==> config.mk <==
export PLATFORM = sky130hd
export DESIGN_NAME = operand_stage_flat
export DESIGN_NICKNAME = d
export VERILOG_FILES = /design/src/logic/isa_pkg.sv /design/src/logic/issue_pkg.sv /design/src/logic/regfile_read_if.sv /design/src/logic/operand_stage.sv /design/src/flat_wrapper.sv
export VERILOG_INCLUDE_DIRS = /design/src /design/src/logic
export SDC_FILE = /design/constraint.sdc
export NUM_CORES = 1
export LEC_CHECK = 0
export BUFFER_PORTS_ARGS = -buffer_cell sky130_fd_sc_hd__buf_2
export CORE_AREA = 4 4 251 253
export DETAILED_ROUTE_END_ITERATION = 10
export DIE_AREA = 0 0 255 257
export PLACE_DENSITY_LB_ADDON = 0.08
export SLEW_MARGIN = 5
export SYNTH_ARGS = -nofsm -noshare
export SYNTH_HDL_FRONTEND = slang
export SYNTH_SLANG_ARGS = --single-unit
==> constraint.sdc <==
create_clock -name clk_i -period 1.05 [get_ports clk_i]
set_input_delay 0.0525 -clock clk_i [delete_from_list [all_inputs] [get_ports clk_i]]
set_output_delay 0.0525 -clock clk_i [all_outputs]
set_load 0.01 [all_outputs]
==> src/logic/issue_settings.svh <==
/* width, register count, commit port and tag size constants for the issue stage */

`ifndef ISSUE_SETTINGS_SVH
`define ISSUE_SETTINGS_SVH

// data path width of the integer core
`define XLEN 64

// architectural register file
`define REG_ADDR_BITS 5
`define NR_REGS 32

// write ports coming back from commit
`define NR_COMMIT_PORTS 2

// scoreboard tag width
`define TRANS_ID_BITS 3

// virtual address width, sign-extended to XLEN when used as an operand
`define VLEN 39

`endif

==> src/logic/isa_pkg.sv <==
/* architectural types: register index, data word, unit and operation enums,
   and the per-register clobber list */

`default_nettype none

`include "issue_settings.svh"

package isa_pkg;

    typedef logic [`REG_ADDR_BITS-1:0] reg_addr_t;
    typedef logic [`XLEN-1:0]          xlen_t;

    // unit that executes an instruction
    typedef enum logic [3:0] {
        NONE,
        LOAD,
        STORE,
        ALU,
        CTRL_FLOW,
        MULT,
        CSR
    } fu_t;

    // reduced operation set, encoding kept 7 bits wide
    typedef enum logic [6:0] {
        ADD,
        SUB,
        ANDL,
        ORL,
        XORL,
        SLL,
        SRL,
        SLTS,
        LD,
        SD,
        JALR,
        EQ,
        MUL,
        CSR_RW
    } fu_op_t;

    // one entry per register, names the unit that will write it
    typedef fu_t [`NR_REGS-1:0] clobber_t;

endpackage

`default_nettype wire

==> src/logic/issue_pkg.sv <==
/* scoreboard-side types: the issue entry and the data word handed to the units */

`default_nettype none

`include "issue_settings.svh"

package issue_pkg;

    import isa_pkg::*;

    // ------------------------------
    // entry as it leaves the scoreboard
    // ------------------------------
    typedef struct packed {
        fu_t                       fu;
        fu_op_t                    op;
        reg_addr_t                 rs1;
        reg_addr_t                 rs2;
        reg_addr_t                 rd;
        // holds the immediate until the result comes back
        xlen_t                     result;
        logic                      use_imm;
        logic                      use_pc;
        // rs1 field carries a csr zimm instead of a register
        logic                      use_zimm;
        logic [`VLEN-1:0]          pc;
        logic [`TRANS_ID_BITS-1:0] trans_id;
        // an earlier stage already raised an exception
        logic                      ex_valid;
    } issue_entry_t;

    // ------------------------------
    // ID/EX payload to the units
    // ------------------------------
    typedef struct packed {
        fu_t                       fu;
        fu_op_t                    operator;
        xlen_t                     operand_a;
        xlen_t                     operand_b;
        xlen_t                     imm;
        logic [`TRANS_ID_BITS-1:0] trans_id;
    } fu_data_t;

endpackage

`default_nettype wire

==> src/logic/regfile_read_if.sv <==
/* two-port combinational read path between the operand stage and the register file */

`default_nettype none
`timescale 1ns/1ns

interface regfile_read_if import isa_pkg::*; ();

    // port 0 serves rs1, port 1 serves rs2
    reg_addr_t [1:0] raddr;
    xlen_t     [1:0] rdata;

    // operand side picks the registers
    modport stage (
        output raddr,
        input  rdata
    );

    // register file answers in the same cycle
    modport rf (
        input  raddr,
        output rdata
    );

endinterface

`default_nettype wire

==> src/logic/operand_stage.sv <==
/* operand forwarding and immediate selection, plus the ID/EX payload register */

`default_nettype none
`timescale 1ns/1ns

`include "issue_settings.svh"

module operand_stage import isa_pkg::*, issue_pkg::*; (
    input  logic             clk_i,
    input  logic             rst_ni,
    input  issue_entry_t     issue_entry_i,
    regfile_read_if.stage    rf,
    input  logic             fwd_rs1_i,
    input  logic             fwd_rs2_i,
    input  xlen_t            rs1_data_i,
    input  xlen_t            rs2_data_i,
    output fu_data_t         fu_data_o,
    output logic [`VLEN-1:0] pc_o
);

    xlen_t operand_a;
    xlen_t operand_b;

    // register file lookup straight from the entry
    assign rf.raddr[0] = issue_entry_i.rs1;
    assign rf.raddr[1] = issue_entry_i.rs2;

    // ------------------------------
    // operand select
    // ------------------------------
    always_comb begin : operand_a_select
        if (issue_entry_i.use_zimm) begin
            // csr immediate, zero extended
            operand_a = {{(`XLEN-`REG_ADDR_BITS){1'b0}}, issue_entry_i.rs1};
        end else if (issue_entry_i.use_pc) begin
            operand_a = {{(`XLEN-`VLEN){issue_entry_i.pc[`VLEN-1]}}, issue_entry_i.pc};
        end else if (fwd_rs1_i) begin
            operand_a = rs1_data_i;
        end else begin
            operand_a = rf.rdata[0];
        end
    end

    // stores and branches keep rs2 in operand b, their immediate goes via imm
    always_comb begin : operand_b_select
        if (issue_entry_i.use_imm && (issue_entry_i.fu != STORE)
                && (issue_entry_i.fu != CTRL_FLOW)) begin
            operand_b = issue_entry_i.result;
        end else if (fwd_rs2_i) begin
            operand_b = rs2_data_i;
        end else begin
            operand_b = rf.rdata[1];
        end
    end

    // ------------------------------
    // ID/EX register
    // ------------------------------
    // loads every cycle, the unit strobes decide whether it is consumed
    always_ff @(posedge clk_i or negedge rst_ni) begin : id_ex_reg
        if (!rst_ni) begin
            fu_data_o.fu        <= NONE;
            fu_data_o.operator  <= ADD;
            fu_data_o.operand_a <= '0;
            fu_data_o.operand_b <= '0;
            fu_data_o.imm       <= '0;
            fu_data_o.trans_id  <= '0;
            pc_o                <= '0;
        end else begin
            fu_data_o.fu        <= issue_entry_i.fu;
            fu_data_o.operator  <= issue_entry_i.op;
            fu_data_o.operand_a <= operand_a;
            fu_data_o.operand_b <= operand_b;
            fu_data_o.imm       <= issue_entry_i.result;
            fu_data_o.trans_id  <= issue_entry_i.trans_id;
            pc_o                <= issue_entry_i.pc;
        end
    end

    // a branch started by the issue control must see clean operands
    assert property (@(posedge clk_i) disable iff (!rst_ni)
        (fu_data_o.fu == CTRL_FLOW) |-> !$isunknown({fu_data_o.operand_a, fu_data_o.operand_b}))
        else $error("unknown operand on a branch");

endmodule

`default_nettype wire

==> src/flat_wrapper.sv <==
// flat-port wrapper written by rule: the top's interface ports become plain ports
module operand_stage_flat import isa_pkg::*, issue_pkg::*;
  (clk_i, rst_ni, issue_entry_i, fwd_rs1_i, fwd_rs2_i, rs1_data_i, rs2_data_i, fu_data_o, pc_o, rf_raddr, rf_rdata);
  regfile_read_if rf_i ();
  input  logic clk_i;
  input  logic rst_ni;
  input  issue_entry_t issue_entry_i;
  input  logic fwd_rs1_i;
  input  logic fwd_rs2_i;
  input  xlen_t rs1_data_i;
  input  xlen_t rs2_data_i;
  output fu_data_t fu_data_o;
  output logic [`VLEN-1:0] pc_o;
  output wire logic [$bits(rf_i.raddr)-1:0] rf_raddr;
  input wire logic [$bits(rf_i.rdata)-1:0] rf_rdata;
  assign rf_raddr = rf_i.raddr;
  assign rf_i.rdata = rf_rdata;
  operand_stage u_core (.clk_i(clk_i), .rst_ni(rst_ni), .issue_entry_i(issue_entry_i), .rf(rf_i), .fwd_rs1_i(fwd_rs1_i), .fwd_rs2_i(fwd_rs2_i), .rs1_data_i(rs1_data_i), .rs2_data_i(rs2_data_i), .fu_data_o(fu_data_o), .pc_o(pc_o));
endmodule
==> impl_metrics.tcl <==
set metrics [dict create \
    hold_class "in2reg" \
    place_inst 2046 \
    hold_viol_final 3 \
    holdWs_ns -0.02151 \
    synth.distinct_cells 18 \
    vias 8985 \
    antenna_left 0 \
    post-place-ws_ns -0.3554 \
    peakVddDrop_uv 1058 \
    remaining_drc_errors 0 \
    drv_cap 0 \
    dp_hpwl_mm 32.78 \
    critPathTopFamily "flip-flops" \
    die_w_um 255 \
    gr-total-overflow 0 \
    io_pins 651 \
    setup_tns_ns -16.19 \
    final_cells 2488 \
    synth_area_per_cell_um2 14.98 \
    async_reset_ff_frac 1.000 \
    antenna_found_initial 2 \
    crit_path_max_incr_delay_ns 0.44 \
    coreArea_um2 61030 \
    cp.required_ns 1.00 \
    drt_iter0_markers 180 \
    clockBufferDepth 3 \
    fmaxAchievable_mhz 813.8 \
    postLayoutCoreUtil 0.3239 \
    grt_pass1_wl_mm 63.00 \
    cts_buffers 31 \
    synthCells 622 \
    p_leak_uw 0.009370 \
    drive_gt1_frac 0.5318 \
    period_needed_ns 1.229 \
    setup_viol 245 \
    netlist_area_um2 9320 \
    worst_slack_ns -0.1788 \
    die_area_um2 65540 \
    grt_max_degree 37 \
    syn_nets 1018 \
    p_total_uw 26730 \
    htreeDepth 1 \
    violations "negative hold slack, negative setup slack" \
    crit_type "reg2out" \
    avgViaCountPerCell 3.611 \
    start_util 0.1527 \
    fp.dieH_um 257 \
    rsz0062_at_grt "yes" \
    cts_tree "yes" \
    syn2layout_area_growth_pct 112.1 \
    synth-edff-count 0 \
    arrival_ns 1.18 \
    finalCritPeriodShare 1.170 \
    wl_per_cell_um 17.48 \
    slew_headroom 0.7484 \
    ys.flop_type "dfrtp_1" \
    yosys-top-cells-area "dfrtp_1 66%, mux2_2 19%, mux2i_1 4.1%, nor2_1 2.4%, a211oi_1 2.1%" \
    numPortBuffers 634 \
    ys_seq_area_frac 0.6578 \
    root_buffer "clkbuf_16" \
    cp-start-kind "register" \
    synth_top_area_frac 0.6578 \
    worst_pin_slew_ns 0.3762 \
    nets 2068 \
    end_kind "output port" \
    routed_wl_mm 43.50 \
    path_buf_inv 1 \
    crit_chain "buf_2" \
    row_count 91 \
    outcome "complete, but fails checks" \
    clkSinkCount 245 \
    critPathMaxFanout 1 \
    gp_congestion 0.7413 \
    dr.pass1.iters 4 \
    yosysWarningCount 0 \
    ys_seq_elements 245 \
    track_usage 0.1256 \
    synth_most_common_cell "dfrtp_1" \
    slew_viol_final 0 \
    cellPowerDensity_nw_per_um2 1352 \
    grt_pass1_vias 10570 \
    synth_area_leader_cell "dfrtp_1" \
    slowest_stage "dfrtp_1" \
    synth_common_cells "245 x dfrtp_1, 161 x mux2_2, 59 x nor2_1, 38 x mux2i_1" \
    clk_pin_slew_worst_paths_ns 0.06 \
]
what timing repair did:
action / in CTS / in global routing
setup endpoints to repair: 245 / 266
gates cloned: 0 / 0
setup buffers: 0 / 0
gates resized for setup: 221 / 42
hold endpoints to repair: 490 / 18
hold buffers: 384 / 9
state kept, by name (all words and copies together), names as in the netlist:
signal	flops
u_core.pc_o	39
u_core.fu_data_o	206
layout by cell type (no fill, tap or decap):
cell,Yosys,layout
buf_2,7,459
dlygate4sd3_1,0,384
dfrtp_1,245,245
buf_6,6,172
mux2_2,161,157
nor2_1,59,59
mux2i_1,38,38
buf_4,11,36
clkbuf_16,0,31
nor2b_1,26,26
a211oi_1,26,23
buf_12,0,13
clkbuf_8,0,11
clkinv_2,0,8
mux2_4,0,6
nand2_1,5,5
o21ai_0,5,5
clkbuf_1,20,4
a211oi_2,0,3
mux2_1,5,3
diode_2,0,2
bufinv_16,0,2
inv_1,1,1
a21o_1,1,1
xnor2_4,0,1
o31ai_4,1,1
clkinvlp_4,0,1
buf_8,0,1
report_power, final:
part | internal [uW] | switching [uW]
Sequential | 10100 | 288
Clock | 6630 | 4240
Combinational | 3330 | 2150
cell type report:
type / instances / area (um^2)
Sequential cell: 245 / 6131
Clock buffer: 46 / 942.2
Timing Repair Buffer: 1065 / 8623
Multi-Input combinational cell: 328 / 2967
Clock inverter: 11 / 107.6
Antenna cell: 2 / 5.005
Inverter: 1 / 3.754
Fill cell: 6211 / 41260
Tap cell: 790 / 988.4
kinds of logic after synthesis:
kind of cell / share of synthesized area
buffers and inverters: 0.02994
AOI/OAI and AO/OA: 0.02672
muxes: 0.2414
DFF: 0.6578
and+or+nand+nor: 0.04323
xor gates and xnor gates: 0.0009399
routing by layer:
| metal | routed length, um | vias up | global-route usage |
|---|---|---|---|
| met5 | 0 | - | 0 |
| met4 | 1671 | 0 | 0.04183 |
| met3 | 3845 | 85 | 0.04407 |
| met2 | 22800 | 404 | 0.2406 |
| met1 | 15180 | 4265 | 0.1249 |
| li1 | - | 4231 | - |
stage by stage:
| step | instance area (um^2) | hold WS [ns] |
|---|---|---|
| floorplan | 9379 | -0.2431 |
| global placement | 13790 | -0.03320 |
| detailed placement | 13790 | -0.02647 |
| CTS | 19520 | -0.04665 |
| global route | 19770 | -0.02307 |
| finish | 19770 | -0.02151 |
worst paths after layout:
kind,startpoint,end,cells after the start
max in group asynchronous,rst_ni,u_core.fu_data_o[203]$_DFF_PN0_,3
min in group asynchronous,rst_ni,u_core.fu_data_o[27]$_DFF_PN0_,2
worst min-delay path,fwd_rs1_i,u_core.fu_data_o[182]$_DFF_PN0_,3
worst max-delay path,u_core.fu_data_o[123]$_DFF_PN0_,fu_data_o[123],1
No activity file was read; power rests on OpenSTA's default activity.
