## src/logic/issue_settings.svh

```systemverilog
/* width, register count, commit port and tag size constants for the issue stage */

`ifndef ISSUE_SETTINGS_SVH
`define ISSUE_SETTINGS_SVH

// data path width of the integer core
`define XLEN 64

// architectural register file
`define REG_ADDR_BITS 5
`define NR_REGS 32

// write ports coming back from commit
`define NR_COMMIT_PORTS 2

// scoreboard tag width
`define TRANS_ID_BITS 3

// virtual address width, sign-extended to XLEN when used as an operand
`define VLEN 39

`endif

```

## src/logic/isa_pkg.sv

```systemverilog
/* architectural types: register index, data word, unit and operation enums,
   and the per-register clobber list */

`default_nettype none

`include "issue_settings.svh"

package isa_pkg;

    typedef logic [`REG_ADDR_BITS-1:0] reg_addr_t;
    typedef logic [`XLEN-1:0]          xlen_t;

    // unit that executes an instruction
    typedef enum logic [3:0] {
        NONE,
        LOAD,
        STORE,
        ALU,
        CTRL_FLOW,
        MULT,
        CSR
    } fu_t;

    // reduced operation set, encoding kept 7 bits wide
    typedef enum logic [6:0] {
        ADD,
        SUB,
        ANDL,
        ORL,
        XORL,
        SLL,
        SRL,
        SLTS,
        LD,
        SD,
        JALR,
        EQ,
        MUL,
        CSR_RW
    } fu_op_t;

    // one entry per register, names the unit that will write it
    typedef fu_t [`NR_REGS-1:0] clobber_t;

endpackage

`default_nettype wire

```

## src/logic/issue_pkg.sv

```systemverilog
/* scoreboard-side types: the issue entry and the data word handed to the units */

`default_nettype none

`include "issue_settings.svh"

package issue_pkg;

    import isa_pkg::*;

    // ------------------------------
    // entry as it leaves the scoreboard
    // ------------------------------
    typedef struct packed {
        fu_t                       fu;
        fu_op_t                    op;
        reg_addr_t                 rs1;
        reg_addr_t                 rs2;
        reg_addr_t                 rd;
        // holds the immediate until the result comes back
        xlen_t                     result;
        logic                      use_imm;
        logic                      use_pc;
        // rs1 field carries a csr zimm instead of a register
        logic                      use_zimm;
        logic [`VLEN-1:0]          pc;
        logic [`TRANS_ID_BITS-1:0] trans_id;
        // an earlier stage already raised an exception
        logic                      ex_valid;
    } issue_entry_t;

    // ------------------------------
    // ID/EX payload to the units
    // ------------------------------
    typedef struct packed {
        fu_t                       fu;
        fu_op_t                    operator;
        xlen_t                     operand_a;
        xlen_t                     operand_b;
        xlen_t                     imm;
        logic [`TRANS_ID_BITS-1:0] trans_id;
    } fu_data_t;

endpackage

`default_nettype wire

```

## src/logic/issue_control.sv

```systemverilog
/* issue decision: source hazards, unit busy, write-after-write with commit bypass,
   ack and the registered one-hot unit strobes */

`default_nettype none
`timescale 1ns/1ns

`include "issue_settings.svh"

module issue_control import isa_pkg::*, issue_pkg::*; (
    input  logic                             clk_i,
    input  logic                             rst_ni,
    input  logic                             flush_i,
    input  issue_entry_t                     issue_entry_i,
    input  logic                             issue_valid_i,
    output logic                             issue_ack_o,
    input  clobber_t                         rd_clobber_i,
    input  logic                             rs1_valid_i,
    input  logic                             rs2_valid_i,
    input  logic                             flu_ready_i,
    input  logic                             lsu_ready_i,
    input  reg_addr_t [`NR_COMMIT_PORTS-1:0] waddr_i,
    input  logic      [`NR_COMMIT_PORTS-1:0] we_i,
    output logic                             fwd_rs1_o,
    output logic                             fwd_rs2_o,
    output logic                             alu_valid_o,
    output logic                             branch_valid_o,
    output logic                             lsu_valid_o,
    output logic                             mult_valid_o,
    output logic                             csr_valid_o
);

    logic stall;
    logic fu_busy;
    // rd has no pending writer in the scoreboard
    logic rd_free;
    // a commit port retires rd in this very cycle
    logic rd_committing;

    // ------------------------------
    // source operand hazards
    // ------------------------------
    always_comb begin : hazard_check
        stall     = 1'b0;
        fwd_rs1_o = 1'b0;
        fwd_rs2_o = 1'b0;
        // a zimm in the rs1 field never waits on a register
        if (!issue_entry_i.use_zimm && (rd_clobber_i[issue_entry_i.rs1] != NONE)) begin
            // csr results only reach the operands through the register file
            if (rs1_valid_i && (rd_clobber_i[issue_entry_i.rs1] != CSR)) begin
                fwd_rs1_o = 1'b1;
            end else begin
                stall = 1'b1;
            end
        end
        if (rd_clobber_i[issue_entry_i.rs2] != NONE) begin
            if (rs2_valid_i && (rd_clobber_i[issue_entry_i.rs2] != CSR)) begin
                fwd_rs2_o = 1'b1;
            end else begin
                stall = 1'b1;
            end
        end
    end

    // fixed latency units share flu_ready_i
    always_comb begin : unit_busy
        unique case (issue_entry_i.fu)
            ALU, CTRL_FLOW, CSR, MULT: fu_busy = !flu_ready_i;
            LOAD, STORE:               fu_busy = !lsu_ready_i;
            default:                   fu_busy = 1'b0;
        endcase
    end

    // ------------------------------
    // write-after-write on rd
    // ------------------------------
    assign rd_free = (rd_clobber_i[issue_entry_i.rd] == NONE);

    always_comb begin : commit_bypass
        rd_committing = 1'b0;
        for (int unsigned p = 0; p < `NR_COMMIT_PORTS; p++) begin
            if (we_i[p] && (waddr_i[p] == issue_entry_i.rd)) begin
                rd_committing = 1'b1;
            end
        end
    end

    always_comb begin : issue_ack
        issue_ack_o = 1'b0;
        if (issue_valid_i) begin
            if (!stall && !fu_busy && (rd_free || rd_committing)) begin
                issue_ack_o = 1'b1;
            end
            // exceptions and unit-less entries leave without a unit
            if (issue_entry_i.ex_valid || (issue_entry_i.fu == NONE)) begin
                issue_ack_o = 1'b1;
            end
        end
        // a mult in flight owns the fixed latency result bus
        if (mult_valid_o && (issue_entry_i.fu != MULT)) begin
            issue_ack_o = 1'b0;
        end
    end

    // ------------------------------
    // unit strobes, one cycle later
    // ------------------------------
    always_ff @(posedge clk_i or negedge rst_ni) begin : unit_valid
        if (!rst_ni) begin
            alu_valid_o    <= 1'b0;
            branch_valid_o <= 1'b0;
            lsu_valid_o    <= 1'b0;
            mult_valid_o   <= 1'b0;
            csr_valid_o    <= 1'b0;
        end else begin
            alu_valid_o    <= 1'b0;
            branch_valid_o <= 1'b0;
            lsu_valid_o    <= 1'b0;
            mult_valid_o   <= 1'b0;
            csr_valid_o    <= 1'b0;
            // flush wins over any dispatch
            if (!flush_i && issue_valid_i && issue_ack_o && !issue_entry_i.ex_valid) begin
                case (issue_entry_i.fu)
                    ALU:         alu_valid_o    <= 1'b1;
                    CTRL_FLOW:   branch_valid_o <= 1'b1;
                    LOAD, STORE: lsu_valid_o    <= 1'b1;
                    MULT:        mult_valid_o   <= 1'b1;
                    CSR:         csr_valid_o    <= 1'b1;
                    default:     ;
                endcase
            end
        end
    end

    // at most one unit started per cycle
    assert property (@(posedge clk_i) disable iff (!rst_ni)
        $onehot0({alu_valid_o, branch_valid_o, lsu_valid_o, mult_valid_o, csr_valid_o}))
        else $error("more than one unit valid");

    assert property (@(posedge clk_i) disable iff (!rst_ni)
        flush_i |=> !(alu_valid_o || branch_valid_o || lsu_valid_o || mult_valid_o
                      || csr_valid_o))
        else $error("unit valid raised after flush");

endmodule

`default_nettype wire

```

## config.mk

```make
export PLATFORM = sky130hd
export DESIGN_NAME = issue_control
export DESIGN_NICKNAME = d
export VERILOG_FILES = /design/src/logic/isa_pkg.sv /design/src/logic/issue_pkg.sv /design/src/logic/issue_control.sv
export VERILOG_INCLUDE_DIRS = /design/src /design/src/logic
export SDC_FILE = /design/constraint.sdc
export NUM_CORES = 1
export LEC_CHECK = 0
export BUFFER_PORTS_ARGS = -buffer_cell sky130_fd_sc_hd__buf_2
export CORE_AREA = 2 2 112 114
export CTS_CLUSTER_DIAMETER = 50
export DETAILED_ROUTE_END_ITERATION = 6
export DIE_AREA = 0 0 114 116
export SETUP_SLACK_MARGIN = 0.4
export SYNTH_ARGS = -nofsm -noshare
export SYNTH_HDL_FRONTEND = slang
export SYNTH_SLANG_ARGS = --single-unit
export TNS_END_PERCENT = 10
```

## constraint.sdc

```tcl
create_clock -name clk_i -period 2.8 [get_ports clk_i]
set_input_delay 0.14 -clock clk_i [delete_from_list [all_inputs] [get_ports clk_i]]
set_output_delay 0.14 -clock clk_i [all_outputs]
set_load 0.01 [all_outputs]
```

==> flow_summary.yaml <==
critical_path:
  path_class: "input port to flop"
  startpoint: "issue_entry_i[121]"
  worst_r2r_endpoint: "csr_valid_o"
  reg2reg_from: "mult_valid_o"
  cp.arrival_ns: 2.47
  end_kind: "flop"
  reg2reg_slack_ns: 1.27
  path_max_fanout: 24
  endpoint: "csr_valid_o"
  crit_required_ns: 2.87
  critPathLaunchType: "input port"
  reg2reg_depth: 6
cells_and_area:
  nFillCells: 1273
  final-seq-area_sq_um: 125
  instances_no_fill: 689
  final_cell_mix: "171 x buf_2, 40 x mux2i_1, 34 x nor2_1, 33 x nor4_1, 32 x mux4_2"
  area_delta_synth_final_pct: 46.4
  layout-drive-gt1-share: 0.475
  fin_area_sq_um: 4340
  final_core_util: 0.365
  multi_input_area_sq_um: 2760
  layout_commonest_cell: "buf_2"
  nNetsFinal: 826
clocking:
  clockRootBuffer: "clkbuf_16"
  cts_buffer_depth: 2
  cts_tree: "built"
  cts.sinks: 5
  cts_made_buffers: 3
  clk_latency_ns: 0.22
  clk_pin_slew_ns: 0.03
  h-tree-depth: 1
timing:
  skew_ns: 0.000273
  drv_slew: 0
  period_minus_slack_ns: 2.40
  max_freq_mhz: 418
  grt_setup_unrepaired: "yes"
  setup_ws_ns: 0.405
  slew_headroom: 0.492
  tns_ns: 0
  final_hold_viol_count: 0
  tightestPinTransition_ns: 0.762
  setup_violations: 0
  fin_crit_sh: 0.855
pwr:
  p_leak_uw: 0.00185
  p_switching_uw: 409
  clkPwrFrac: 0.234
  p_int_uw: 576
  p_comb_frac: 0.691
  powerDensity_nw_per_um2: 227
  p_seq_frac: 0.074
  ir_drop_mv: 0.141
  swShare: 0.416
place:
  dpl_cell_area_sq_um: 4080
  placed_cells: 680
  port_buffers: 176
  hpwl_um: 14100
  dp_slack_ns: -0.0773
  gp_congestion: 0.968
floorplanning:
  core_sq_um: 11900
  die_w_um: 114
  io_pins: 292
  num_rows: 40
  die_area_sq_um: 13200
  die_h_um: 116
  floorplan.initialDensity: 0.249
synth:
  synth_seq_cells: 5
  yosysUniqueCellTypes: 54
  synth_warnings: 0
  async_flop_share: 1.00
  synthesis.nets: 650
  netlist_area_sq_um: 2970
  synthFlopType: "dfrtp_1"
  syn-mean-instance-area_sq_um: 8.11
  seq_area_frac_synth: 0.0422
  synth_edf_count: 0
  synthCells: 366
global_routing:
  grtUsageTotal: 0.243
  grt_pass1_wl_um: 24400
  grt_max_degree: 25
  grt_antenna_before_repair: 1
  grt_pass1_vias: 4190
  grt.overflow.total: 0
drt:
  drt_iter0_drc: 587
  num_vias: 4137
  drtAntennaViolNets: 0
  wire_per_inst_um: 24.1
  via_per_inst: 6.00
  drtPass1Iterations: 5
  drt-total-wl_um: 16600
  drc: 0
min_path:
  hp-start: "flush_i"
  hold_class: "input port to flop"
outcome:
  status: "complete, no violations"
job:
  maxCapViolCount: 0
## synthesized netlist by cell type, types with 3 or more instances
cell,instances,area [sq um]
nor2_1,34,128
dfrtp_1,5,125
a21oi_1,19,95.1
nand3_1,19,95.1
mux2i_1,41,410
o31a_1,3,26.3
xor2_1,11,96.3
nor4_1,34,213
nor2b_1,4,25.0
clkbuf_1,12,45.0
nor3_1,15,75.1
nand4b_1,3,26.3
nand4_1,6,37.5
a2111oi_0,4,35.0
o21ai_0,6,30.0
a211oi_1,6,45.0
nand3b_1,4,30.0
nor3b_1,7,52.6
o211ai_1,3,22.5
a22oi_1,11,82.6
a2111oi_1,5,50.1
nand2_1,20,75.1
inv_1,5,18.8
mux4_2,32,721
buf_1,6,22.5
nand2b_1,5,31.3
buf_2,11,55.1
## sequential cells by signal, indices dropped and copies added, names as in the netlist
register and count:
alu_valid_o 1, branch_valid_o 1, csr_valid_o 1, lsu_valid_o 1
mult_valid_o 1
## cell type report
type                            count  area share
Antenna cell                        1    0.000576
Clock buffer                        4      0.0181
Inverter                            7     0.00605
Multi-Input combinational cell    324       0.636
Sequential cell                     5      0.0288
Tap cell                          147      0.0423
Timing Repair Buffer              201       0.268
## power groups by stage
stage,Sequential (uW),Clock (uW),Combinational [uW]
final,73.1,231,681
after global routing,73.1,240,731
after CTS,73.1,234,661
after detailed placement,74.0,0,633
after global placement,73.9,0,626
after floorplan,74.1,0,321
## cells by family (layout without fill, tap and decap cells)
| logic type | after synthesis | after routing | share of synthesized area |
|---|---|---|---|
| simple gates | 158 | 158 | 0.285 |
| other cells | 0 | 1 | 0 |
| xor+xnor | 13 | 13 | 0.0384 |
| mux | 75 | 75 | 0.389 |
| compound gates | 78 | 78 | 0.192 |
| flops | 5 | 5 | 0.0422 |
| buf+inv | 37 | 212 | 0.0540 |
## worst min path at each step
stage | endpoint | slack, ns | cells past startpoint
2_1_floorplan | alu_valid_o | -0.16 | 0
3_3_place_gp | branch_valid_o | -0.05 | 1
3_5_place_dp | csr_valid_o | -0.04 | 1
4_1_cts | mult_valid_o | 0.23 | 4
5_1_grt | mult_valid_o | 0.26 | 4
6_report | mult_valid_o | 0.24 | 4
## routing by layer
metal,vias up,track usage,share of wire
met5,-,0,0
met4,0,0.0398,0.016
met3,13,0.0439,0.12
met2,312,0.396,0.44
met1,1963,0.343,0.43
li1,1849,-,-
## worst max-delay path: stages
cell,delay (ns)
buf_16,0.11
buf_8,0.22
inv_2,0.12
a2111oi_0,0.41
nor4_2,0.12
o211ai_1,0.45
and2_4,0.25
o21ai_4,0.06
buf_4,0.16
a2111oi_1,0.41
## timing repair
item	in CTS	in global routing
buffers inserted	2	0
hold buffers	1	0
setup endpoints to repair	7	7
pin swaps	8	4
gates cloned	1	0
resized for setup	23	14
hold endpoints to repair	5	0
## per-stage QoR
stage | power, uW | hold WS (ns)
floorplan | 395 | -0.156
global placement | 700 | -0.0493
detailed placement | 707 | -0.0402
CTS | 969 | 0.228
global route | 1040 | 0.256
finish | 985 | 0.244
(Power assumes the default switching activity.)
